## src/source/ex_defs.svh

```systemverilog
// Widths and operation codes of the fixed-latency execute stage
// All widths are fixed here; no module takes a parameter
`ifndef EX_DEFS_SVH
`define EX_DEFS_SVH

`define EX_XLEN          32
`define EX_TRANS_ID_BITS 3
`define EX_CSR_ADDR_BITS 12
`define EX_OP_BITS       4

// Operation codes shared by the units and the issuer
`define EX_OP_ADD 4'h0
`define EX_OP_SUB 4'h1
`define EX_OP_AND 4'h2
`define EX_OP_OR  4'h3
`define EX_OP_XOR 4'h4
`define EX_OP_SLL 4'h5
`define EX_OP_SRL 4'h6
`define EX_OP_EQ  4'h7
`define EX_OP_NE  4'h8
`define EX_OP_LT  4'h9
`define EX_OP_GE  4'ha
`define EX_OP_MUL 4'hb
`define EX_OP_CSR 4'hc

`endif
```

## src/source/ex_pkg.sv

```systemverilog
// Vector types and the CSR buffer state for the execute stage
// Widths come from ex_defs.svh
`default_nettype none

`include "ex_defs.svh"

package ex_pkg;

    // Data word or address
    typedef logic [`EX_XLEN-1:0] xlen_t;

    // Scoreboard entry id
    typedef logic [`EX_TRANS_ID_BITS-1:0] trans_id_t;

    typedef logic [`EX_CSR_ADDR_BITS-1:0] csr_addr_t;

    typedef logic [`EX_OP_BITS-1:0] fu_op_t;

    // Single-entry CSR buffer occupancy
    typedef enum logic {
        CSR_EMPTY = 1'b0,
        CSR_FULL  = 1'b1
    } csr_state_e;

endpackage

`default_nettype wire

```

## src/source/ex_stage.sv

```systemverilog
// Fixed-latency execute stage: ALU, branch unit, CSR buffer, multiplier
// Issuer holds at most one valid per cycle and none while flu_ready_o is low
// No ALU, branch or CSR issue in the cycle after a multiply
`timescale 1ns/1ps
`default_nettype none

module ex_stage (
    input  logic              clk_i,
    input  logic              rst_ni,
    input  logic              flush_i,
    // Issue port
    input  ex_pkg::fu_op_t    fu_op_i,
    input  ex_pkg::xlen_t     operand_a_i,
    input  ex_pkg::xlen_t     operand_b_i,
    input  ex_pkg::xlen_t     imm_i,
    input  ex_pkg::trans_id_t trans_id_i,
    input  ex_pkg::xlen_t     pc_i,
    input  logic              is_compressed_i,
    input  logic              alu_valid_i,
    input  logic              branch_valid_i,
    input  logic              csr_valid_i,
    input  logic              mult_valid_i,
    // Prediction and commit
    input  logic              predict_taken_i,
    input  ex_pkg::xlen_t     predict_target_i,
    input  logic              csr_commit_i,
    // Writeback port
    output ex_pkg::xlen_t     flu_result_o,
    output ex_pkg::trans_id_t flu_trans_id_o,
    output logic              flu_valid_o,
    output logic              flu_ready_o,
    output ex_pkg::csr_addr_t csr_addr_o,
    // Branch resolution
    output logic              resolve_branch_o,
    output logic              branch_taken_o,
    output ex_pkg::xlen_t     branch_target_o,
    output logic              mispredict_o
);
    import ex_pkg::*;

    xlen_t     alu_result;
    logic      cmp_result;
    xlen_t     link_result;
    xlen_t     csr_result;
    logic      csr_ready;
    xlen_t     mult_result;
    trans_id_t mult_trans_id;
    logic      mult_valid;

    // ------------------------------------------------------------------
    // Functional units
    // ------------------------------------------------------------------
    // ALU also serves the branch compare
    alu alu_i (
        .fu_op_i      (fu_op_i),
        .operand_a_i  (operand_a_i),
        .operand_b_i  (operand_b_i),
        .valid_i      (alu_valid_i | branch_valid_i),
        .result_o     (alu_result),
        .cmp_result_o (cmp_result)
    );

    branch_unit branch_unit_i (
        .branch_valid_i   (branch_valid_i),
        .pc_i             (pc_i),
        .imm_i            (imm_i),
        .is_compressed_i  (is_compressed_i),
        .cmp_result_i     (cmp_result),
        .predict_taken_i  (predict_taken_i),
        .predict_target_i (predict_target_i),
        .link_result_o    (link_result),
        .resolve_branch_o (resolve_branch_o),
        .branch_taken_o   (branch_taken_o),
        .branch_target_o  (branch_target_o),
        .mispredict_o     (mispredict_o)
    );

    csr_buffer csr_buffer_i (
        .clk_i        (clk_i),
        .rst_ni       (rst_ni),
        .flush_i      (flush_i),
        .csr_valid_i  (csr_valid_i),
        .operand_a_i  (operand_a_i),
        .operand_b_i  (operand_b_i),
        .csr_commit_i (csr_commit_i),
        .csr_ready_o  (csr_ready),
        .csr_result_o (csr_result),
        .csr_addr_o   (csr_addr_o)
    );

    multiplier multiplier_i (
        .clk_i           (clk_i),
        .rst_ni          (rst_ni),
        .flush_i         (flush_i),
        .mult_valid_i    (mult_valid_i),
        .operand_a_i     (operand_a_i),
        .operand_b_i     (operand_b_i),
        .trans_id_i      (trans_id_i),
        .mult_valid_o    (mult_valid),
        .mult_result_o   (mult_result),
        .mult_trans_id_o (mult_trans_id)
    );

    // ------------------------------------------------------------------
    // Writeback
    // ------------------------------------------------------------------
    flu_writeback flu_writeback_i (
        .alu_valid_i     (alu_valid_i),
        .branch_valid_i  (branch_valid_i),
        .csr_valid_i     (csr_valid_i),
        .trans_id_i      (trans_id_i),
        .alu_result_i    (alu_result),
        .link_result_i   (link_result),
        .csr_result_i    (csr_result),
        .mult_result_i   (mult_result),
        .mult_valid_i    (mult_valid),
        .mult_trans_id_i (mult_trans_id),
        .flu_result_o    (flu_result_o),
        .flu_trans_id_o  (flu_trans_id_o),
        .flu_valid_o     (flu_valid_o)
    );

    // Multiplier never stalls, CSR buffer is the only back-pressure
    assign flu_ready_o = csr_ready;

endmodule

`default_nettype wire

```

## src/source/flu_writeback.sv

```systemverilog
// Shared writeback port of the fixed-latency units
// Priority ALU, CSR, multiplier, with the branch link as default
`timescale 1ns/1ps
`default_nettype none

module flu_writeback (
    input  logic              alu_valid_i,
    input  logic              branch_valid_i,
    input  logic              csr_valid_i,
    input  ex_pkg::trans_id_t trans_id_i,
    input  ex_pkg::xlen_t     alu_result_i,
    input  ex_pkg::xlen_t     link_result_i,
    input  ex_pkg::xlen_t     csr_result_i,
    input  ex_pkg::xlen_t     mult_result_i,
    input  logic              mult_valid_i,
    input  ex_pkg::trans_id_t mult_trans_id_i,
    output ex_pkg::xlen_t     flu_result_o,
    output ex_pkg::trans_id_t flu_trans_id_o,
    output logic              flu_valid_o
);

    always_comb begin
        flu_result_o   = link_result_i;
        flu_trans_id_o = trans_id_i;
        if (alu_valid_i) begin
            flu_result_o = alu_result_i;
        end else if (csr_valid_i) begin
            flu_result_o = csr_result_i;
        end else if (mult_valid_i) begin
            // Multiply carries the id it was issued with
            flu_result_o   = mult_result_i;
            flu_trans_id_o = mult_trans_id_i;
        end
    end

    assign flu_valid_o = alu_valid_i | branch_valid_i | csr_valid_i | mult_valid_i;

endmodule

`default_nettype wire

```

## src/source/multiplier.sv

```systemverilog
// One-cycle multiplier, returns the low word of the unsigned product
// Never stalls; a flush in the issue or the result cycle drops the result
`timescale 1ns/1ps
`default_nettype none

module multiplier (
    input  logic              clk_i,
    input  logic              rst_ni,
    input  logic              flush_i,
    input  logic              mult_valid_i,
    input  ex_pkg::xlen_t     operand_a_i,
    input  ex_pkg::xlen_t     operand_b_i,
    input  ex_pkg::trans_id_t trans_id_i,
    output logic              mult_valid_o,
    output ex_pkg::xlen_t     mult_result_o,
    output ex_pkg::trans_id_t mult_trans_id_o
);
    import ex_pkg::*;

    xlen_t     op_a;
    xlen_t     op_b;
    xlen_t     product_lo;
    logic      valid_q;
    xlen_t     result_q;
    trans_id_t trans_id_q;

    // Input silencing
    assign op_a = mult_valid_i ? operand_a_i : '0;
    assign op_b = mult_valid_i ? operand_b_i : '0;

    // Upper half of the product is not needed
    assign product_lo = op_a * op_b;

    always_ff @(posedge clk_i or negedge rst_ni) begin
        if (!rst_ni) begin
            valid_q <= 1'b0;
        end else begin
            valid_q <= mult_valid_i & ~flush_i;
        end
    end

    always_ff @(posedge clk_i) begin
        if (mult_valid_i) begin
            result_q   <= product_lo;
            trans_id_q <= trans_id_i;
        end
    end

    // Late flush kills the result in its own cycle
    assign mult_valid_o    = valid_q & ~flush_i;
    assign mult_result_o   = result_q;
    assign mult_trans_id_o = trans_id_q;

endmodule

`default_nettype wire

```

## src/source/csr_buffer.sv

```systemverilog
// Single-entry CSR address buffer
// While full, ready is low and the issue port is blocked
// Address holds from the cycle after issue until commit or flush
`timescale 1ns/1ps
`default_nettype none

module csr_buffer (
    input  logic              clk_i,
    input  logic              rst_ni,
    input  logic              flush_i,
    input  logic              csr_valid_i,
    input  ex_pkg::xlen_t     operand_a_i,
    input  ex_pkg::xlen_t     operand_b_i,
    input  logic              csr_commit_i,
    output logic              csr_ready_o,
    output ex_pkg::xlen_t     csr_result_o,
    output ex_pkg::csr_addr_t csr_addr_o
);
    import ex_pkg::*;

    csr_state_e state_q;
    csr_state_e state_d;
    csr_addr_t  addr_q;

    // Next state, flush always empties the buffer
    always_comb begin
        state_d = state_q;
        case (state_q)
            CSR_EMPTY: if (csr_valid_i) state_d = CSR_FULL;
            CSR_FULL:  if (csr_commit_i) state_d = CSR_EMPTY;
            default:   state_d = CSR_EMPTY;
        endcase
        if (flush_i) begin
            state_d = CSR_EMPTY;
        end
    end

    always_ff @(posedge clk_i or negedge rst_ni) begin
        if (!rst_ni) begin
            state_q <= CSR_EMPTY;
        end else begin
            state_q <= state_d;
        end
    end

    // Capture the address on issue
    always_ff @(posedge clk_i) begin
        if (csr_valid_i && state_q == CSR_EMPTY) begin
            addr_q <= operand_b_i[$bits(csr_addr_t)-1:0];
        end
    end

    assign csr_ready_o  = (state_q == CSR_EMPTY);
    assign csr_result_o = operand_a_i;
    assign csr_addr_o   = addr_q;

endmodule

`default_nettype wire

```

## src/source/branch_unit.sv

```systemverilog
// Branch resolution, combinational in the issue cycle
// Taken flag comes from the ALU compare; targets are pc relative only
`timescale 1ns/1ps
`default_nettype none

module branch_unit (
    input  logic          branch_valid_i,
    input  ex_pkg::xlen_t pc_i,
    input  ex_pkg::xlen_t imm_i,
    input  logic          is_compressed_i,
    input  logic          cmp_result_i,
    input  logic          predict_taken_i,
    input  ex_pkg::xlen_t predict_target_i,
    output ex_pkg::xlen_t link_result_o,
    output logic          resolve_branch_o,
    output logic          branch_taken_o,
    output ex_pkg::xlen_t branch_target_o,
    output logic          mispredict_o
);
    import ex_pkg::*;

    xlen_t link_addr;
    xlen_t jump_addr;
    xlen_t target;
    logic  taken;
    logic  dir_wrong;
    logic  target_wrong;

    // Next sequential pc
    assign link_addr = pc_i + (is_compressed_i ? xlen_t'(2) : xlen_t'(4));
    assign jump_addr = pc_i + imm_i;

    assign taken  = branch_valid_i & cmp_result_i;
    assign target = taken ? jump_addr : link_addr;

    // Wrong direction, or right direction but wrong target
    assign dir_wrong    = (taken != predict_taken_i);
    assign target_wrong = taken & predict_taken_i & (target != predict_target_i);

    // ------------------------------------------------------------------
    // Outputs, only meaningful with a branch issued
    // ------------------------------------------------------------------
    assign resolve_branch_o = branch_valid_i;
    assign branch_taken_o   = taken;
    assign branch_target_o  = branch_valid_i ? target : '0;
    assign link_result_o    = branch_valid_i ? link_addr : '0;
    assign mispredict_o     = branch_valid_i & (dir_wrong | target_wrong);

endmodule

`default_nettype wire

```

## src/source/alu.sv

```systemverilog
// Single-cycle ALU, purely combinational
// Shifts use the low five bits of operand b; compares drive only cmp_result_o
// Operands read as zero while valid_i is low
`timescale 1ns/1ps
`default_nettype none

`include "ex_defs.svh"

module alu (
    input  ex_pkg::fu_op_t fu_op_i,
    input  ex_pkg::xlen_t  operand_a_i,
    input  ex_pkg::xlen_t  operand_b_i,
    input  logic           valid_i,
    output ex_pkg::xlen_t  result_o,
    output logic           cmp_result_o
);
    import ex_pkg::*;

    xlen_t      op_a;
    xlen_t      op_b;
    logic [4:0] shamt;

    // Silence the datapath when no ALU or branch op is issued
    assign op_a  = valid_i ? operand_a_i : '0;
    assign op_b  = valid_i ? operand_b_i : '0;
    assign shamt = op_b[4:0];

    // ------------------------------------------------------------------
    // Operation select
    // ------------------------------------------------------------------
    always_comb begin
        result_o     = '0;
        cmp_result_o = 1'b0;
        case (fu_op_i)
            `EX_OP_ADD: result_o = op_a + op_b;
            `EX_OP_SUB: result_o = op_a - op_b;
            `EX_OP_AND: result_o = op_a & op_b;
            `EX_OP_OR:  result_o = op_a | op_b;
            `EX_OP_XOR: result_o = op_a ^ op_b;
            `EX_OP_SLL: result_o = op_a << shamt;
            `EX_OP_SRL: result_o = op_a >> shamt;
            // Branch compares
            `EX_OP_EQ:  cmp_result_o = (op_a == op_b);
            `EX_OP_NE:  cmp_result_o = (op_a != op_b);
            `EX_OP_LT:  cmp_result_o = ($signed(op_a) < $signed(op_b));
            `EX_OP_GE:  cmp_result_o = ($signed(op_a) >= $signed(op_b));
            // MUL and CSR belong to other units
            default: begin
                result_o     = '0;
                cmp_result_o = 1'b0;
            end
        endcase
    end

endmodule

`default_nettype wire

```

## config.mk

```make
export PLATFORM = sky130hd
export DESIGN_NAME = ex_stage
export DESIGN_NICKNAME = d
export VERILOG_FILES = /design/src/source/ex_pkg.sv /design/src/source/ex_stage.sv /design/src/source/flu_writeback.sv /design/src/source/multiplier.sv /design/src/source/csr_buffer.sv /design/src/source/branch_unit.sv /design/src/source/alu.sv
export VERILOG_INCLUDE_DIRS = /design/src /design/src/source
export SDC_FILE = /design/constraint.sdc
export NUM_CORES = 2
export LEC_CHECK = 0
export BUFFER_PORTS_ARGS = -buffer_cell sky130_fd_sc_hd__buf_2
export CORE_ASPECT_RATIO = 1.75
export CORE_MARGIN = 2
export CORE_UTILIZATION = 35
export DETAILED_ROUTE_END_ITERATION = 12
export PLACE_DENSITY = 0.62
export SYNTH_ARGS = -nofsm -noshare
export SYNTH_HDL_FRONTEND = slang
export SYNTH_SLANG_ARGS = --single-unit
```

## constraint.sdc

```tcl
create_clock -name clk_i -period 7.9 [get_ports clk_i]
set_input_delay 1.185 -clock clk_i [delete_from_list [all_inputs] [get_ports clk_i]]
set_output_delay 1.185 -clock clk_i [all_outputs]
set_load 0.1 [all_outputs]
```

Word-level counts from Yosys, hierarchy flattened
Index checks and enable logic that the tools add are counted.
{"block": "op_classes", "addsub": 4, "mul": 1, "n_lt_le_gt_ge": 2, "eq_ne": 14, "shift": 2, "mux": 20, "n_bitwise": 15, "n_reduce_logical": 2}
{"op": "$mux 32", "count": 10}
{"op": "$pmux 32 s7", "count": 1}
{"op": "$add 32x32->32", "count": 3}
{"op": "$ne 32x32->1", "count": 2}
{"op": "$and 32x32->32", "count": 1}
{"op": "$eq 32x32->1", "count": 1}
{"op": "$ge 32x32->1", "count": 1}
{"op": "$lt 32x32->1", "count": 1}
{"op": "$mul 32x32->32", "count": 1}
{"op": "$or 32x32->32", "count": 1}
{"op": "$shl 32x5->32", "count": 1}
{"op": "$shr 32x5->32", "count": 1}
{"op": "$sub 32x32->32", "count": 1}
{"op": "$xor 32x32->32", "count": 1}
{"op": "$eq 4x3->1 const B", "count": 4}
{"op": "$eq 4x4->1 const B", "count": 3}
{"op": "$mux 3", "count": 4}
{"op": "$eq 4x2->1 const B", "count": 2}
{"op": "$and 1x1->1", "count": 6}
{"op": "$eq 4x1->1 const B", "count": 1}
{"op": "$logic_not 4->1", "count": 1}
{"op": "$or 1x1->1", "count": 4}
{"op": "$pmux 1 s4", "count": 1}
{"op": "$mux 1", "count": 3}
{"op": "other kinds (4)", "count": 5}
{"block": "word_totals", "ff_bits": 49, "in_bits": 177, "word_cells": 65}

Longest topological paths before layout
{"block": "depth", "word_depth": 10, "ltp_mapped": 32, "depth_no_buf": 29}

Modules after synthesis
Synthesis repeated with hierarchy kept, for this count alone.
{"block": "unflattened", "cells_unflattened": 4092, "area_unflattened_um2": 32563.7}
{"mod": "multiplier", "n_inst": 1, "cells_per_inst": 1804, "area_per_inst_um2": 17147.7}
{"mod": "alu", "n_inst": 1, "cells_per_inst": 1381, "area_per_inst_um2": 9001.1}
{"mod": "branch_unit", "n_inst": 1, "cells_per_inst": 705, "area_per_inst_um2": 4515.6}
{"mod": "flu_writeback", "n_inst": 1, "cells_per_inst": 152, "area_per_inst_um2": 1243.7}
{"mod": "csr_buffer", "n_inst": 1, "cells_per_inst": 49, "area_per_inst_um2": 649.4}
{"mod": "ex_stage", "n_inst": 1, "cells_per_inst": 1, "area_per_inst_um2": 6.3}

Worst setup path before layout
No wires, ideal clock.
{"block": "synth_path", "path_kind": "input-to-output", "from": "input branch_valid_i", "to": "output mispredict_o", "arrival_ns": 8.546, "setup_slack_ns": -1.831, "cell_stages": 27, "path_buffers": 9, "cell_sequence": "clkbuf_1 -> or2_2 -> clkbuf_1 -> clkbuf_1 -> clkbuf_1 -> buf_1 -> buf_1 -> nand2_1 -> ha_1 -> buf_6 -> or4_4 -> nor4_4 -> nand2_1 -> o21a_1 -> a21oi_1 -> a211oi_4 -> inv_4 -> clkbuf_1 -> clkbuf_1 -> ha_1 -> o21bai_1 -> a221oi_1 -> o21ai_0 -> a211oi_1 -> a31oi_1 -> nor4_1 -> a21oi_1"}
{"block": "synth_between", "elab_chain_cells": 10}
{"element": "start, declared", "line": "ex_stage.sv:20", "source": "input logic branch_valid_i,"}
{"element": "$or 1x1->1", "line": "ex_stage.sv:58", "source": ".valid_i (alu_valid_i | branch_valid_i),"}
{"element": "$mux 32 (on tied branches)", "line": "alu.sv:24, alu.sv:25"}
{"element": "$ge 32x32->1 (tied with other cells)", "line": "alu.sv:46", "source": "`EX_OP_GE: cmp_result_o = ($signed(op_a) >= $signed(op_b));"}
{"element": "$pmux 1 s4", "line": "alu.sv:34", "source": "case (fu_op_i)"}
{"element": "$and 1x1->1 *", "line": "branch_unit.sv:33", "source": "assign taken = branch_valid_i & cmp_result_i;"}
{"element": "named net branch_taken_o", "line": "ex_stage.sv:35", "source": "output logic branch_taken_o,"}
{"element": "$mux 32", "line": "branch_unit.sv:34", "source": "assign target = taken ? jump_addr : link_addr;"}
{"element": "$ne 32x32->1", "line": "branch_unit.sv:38", "source": "assign target_wrong = taken & predict_taken_i & (target != predict_target_i);"}
{"element": "$and 1x1->1", "line": "branch_unit.sv:38"}
{"element": "$or 1x1->1 *", "line": "branch_unit.sv:47", "source": "assign mispredict_o = branch_valid_i & (dir_wrong | target_wrong);"}
{"element": "$and 1x1->1 *", "line": "branch_unit.sv:47"}
{"element": "end, declared", "line": "ex_stage.sv:37", "source": "output logic mispredict_o"}
Mark *: on every way through the listed nets, which the timed path passes. The rest lies on a longest branch.

Worst setup path after layout
{"block": "layout_path", "from": "input alu_valid_i", "to": "output flu_result_o[26]"}
{"block": "layout_between", "elab_chain_cells": 5}
{"element": "start, declared", "line": "ex_stage.sv:19", "source": "input logic alu_valid_i,"}
{"element": "$or 1x1->1", "line": "ex_stage.sv:58"}
{"element": "$mux 32 (on tied branches)", "line": "alu.sv:24, alu.sv:25"}
{"element": "$sub 32x32->32 (tied with other cells)", "line": "alu.sv:36", "source": "`EX_OP_SUB: result_o = op_a - op_b;"}
{"element": "$pmux 32 s7", "line": "alu.sv:34"}
{"element": "$mux 32 *", "line": "flu_writeback.sv:25", "source": "if (alu_valid_i) begin"}
{"element": "end, declared", "line": "ex_stage.sv:28", "source": "output ex_pkg::xlen_t flu_result_o,"}
Every way passes the cells marked *; elsewhere a longest branch is shown, timed or not.

==> results.cfg <==
[hold_path]
worstHoldStart = csr_buffer_i.state_q
hold_path.class = reg2reg

[timing]
slew_headroom = -0.02148
timing.fmax_mhz = 128.5
finalSetupTns_ns = 0
hold_viol_final = 0
clock_skew_ns = 0.01370
period_share = 0.9850
finalSetupViolations = 0
slew_violations = 2
timing.final.ws_setup_ns = 0.1188
period_needed_ns = 7.781
tightest_slew_ns = 1.516

[clocking]
clockBufferDepth = 2
cts_sinks = 49
clkTransAtPathRegs_ns = 0.07
h-tree-depth = 2
ctsRootBufferMaster = clkbuf_16
post_cts_resized = 0
cts_buffers = 5
cts_hold_buf = 0
clkLatencyLatePin_ns = 0.35
cts_setup_buffers = 0
cts_tree = built

[setup_path]
cp-start-kind = input pin
slowest_delay_ns = 1.30
cp_data_required_time_ns = 6.71
timing.rr.start = csr_buffer_i.state_q
cp_top_family = compound AO/OA/AOI/OAI gates
critPathCaptureType = primary output
critPathBufInv = 8
worstPathMaxFanout = 76
cp.arrival_ns = 6.60
cp_slowest_cell = o21ai_0
crit_chain = buf_2 -> or2_2 -> buf_12 -> and2_2 -> buf_4 -> inv_1 -> buf_4 -> o21ai_0 -> o21ai_0 -> nor2_1 -> a21oi_1 -> o21ai_0 -> o22ai_1 -> or4_1 -> o21ai_0 -> buf_4 -> o21ai_1 -> buf_4 -> buf_12
startpoint = alu_valid_i
path_class = in2out

[finish]
drive_gt1_frac = 0.1560
layout-area-overhead-vs-synth_pct = 16.51
design_area_um2 = 34740
n_fill_cell = 8863
num-nets-final = 5014
layoutNonFillerInstCount = 5247

[logic_synthesis]
yosysMostFrequentCell = inv_1
avgSynthCellArea_um2 = 7.669
yosys.area.top_type = fa_1
synth-seq-area-share = 0.04901
synth_common_cells = inv_1, nand2_1, fa_1, and3_1, ha_1
synthTopCellsByArea = fa_1, ha_1, and3_1, inv_1, nand2_1
ys_warn_count = 0
synth-seq-cells = 49
synth_edf_count = 47
async_flop_share = 0.04082
synth_cells = 3888
syn-cell-area_um2 = 29820
syn_nets = 4731
synth_flop_cell = edfxtp_1
synth_top_cell_area_share = 0.2766
synthDistinctLibCells = 84

[die]
die_area_um2 = 87640
die_x_um = 224.6
initial_core_util = 0.3529
die_y_um = 390.1
coreArea_um2 = 84500
num_io_pins = 261
num_rows = 141

[drt]
routed_wl_um = 148500
wl_met2_um = 72180
drt_iter0_markers = 2780
vias = 31510
highest_layer = met5
met3_length_um = 9985
postRouteAntennaNets = 0
via_per_inst = 6.006
wl_met1_um = 49830
routedWlPerCell_um = 28.30
drc_errors = 0
drt_first_pass_iters = 8

[run]
drv_cap = 1

[power]
total_power_mw = 11.00
power_leakage_nw = 17.25
ir_worst_vdd_mv = 0.6101
powerDensity_nw_per_um2 = 316.6

[run_status]
violations = max-capacitance violations, max-slew violations
status = finished with violations

[placement]
io_buffers = 260
post-dp-hpwl_um = 123700
placed_area_um2 = 34510
post-place-ws_ns = -0.3285
gp_congestion = 1.016
placed_cells = 5236

[global_routing]
antenna_found_initial = 8
grt_pass1_vias = 32430
grt_pass1_wl_um = 213400
grt_start_max_net_pins = 77
grt_overflow_total = 0
grt.total_usage = 0.3342
## cell type report
cell class | count | area, um2 | area share
Clock buffer | 5 | 125.1 | 0.003601
Clock inverter | 3 | 41.29 | 0.001188
Tap cell | 1072 | 1341 | 0.03861
Inverter | 514 | 1932 | 0.05561
Antenna cell | 3 | 7.507 | 0.0002161
Sequential cell | 49 | 1461 | 0.04206
Multi-Input combinational cell | 3041 | 25650 | 0.7382
Timing Repair Buffer | 560 | 4187 | 0.1205
## stage by stage
step | utilization | hold WS [ns]
after floorplan | - | 0.4664
after global placement | 0.4084 | 0.4922
after detailed placement | 0.4084 | 0.5085
after CTS | 0.4104 | 0.5194
after global routing | 0.4111 | 0.5594
final | 0.4111 | 0.5229
## registers in the layout, indices dropped and copies added (netlist names)
name                          cells
csr_buffer_i.state_q              1
csr_buffer_i.csr_addr_o          12
multiplier_i.mult_trans_id_o      3
multiplier_i.mult_result_o       32
multiplier_i.valid_q              1
## routing by layer
layer | up-vias | GRT usage
met5 | - | 0
met4 | 12 | 0.3061
met3 | 570 | 0.04446
met2 | 1681 | 0.5754
met1 | 15540 | 0.3527
li1 | 13720 | -
## report_power, final
group	switching, mW	leakage, nW	internal [mW]	total [mW]
combinational	5.59	16.7	4.39	9.98
sequential	0.0416	0.482	0.698	0.739
clock	0.130	0.0775	0.149	0.279
total	5.76	17.3	5.24	11.0
## kinds of logic after synthesis
group	share of synthesized area
buffers and inverters	0.1014
and+or+nand+nor	0.2145
adders and majority gates	0.3832
DFF	0.04901
AOI/OAI and AO/OA	0.1782
muxes	0.02161
xor gates and xnor gates	0.05199
## path summary, 6_finish.rpt
check	endpoint	slack, ns	cells past startpoint
setup / recovery	flu_result_o[26]	0.12	19
hold / removal	csr_buffer_i.state_q	0.52	1
setup reg to reg	csr_buffer_i.csr_addr_o[0]	6.79	2
hold reg to reg	csr_buffer_i.state_q	0.52	1
max in group asynchronous	multiplier_i.valid_q	7.12	1
min in group asynchronous	csr_buffer_i.state_q	0.64	1
## placed cells by master (no fill, tap or decap), types with 92 or more instances in the layout
cell type and instances:
a21oi_1 243, and3_1 315, buf_2 228, buf_4 286, fa_1 412, ha_1 252, inv_1 509, nand2_1 438
nand3_1 92, nor2_1 230, o21ai_0 156, xnor2_1 125
No activity file was read; power rests on OpenSTA's default activity.
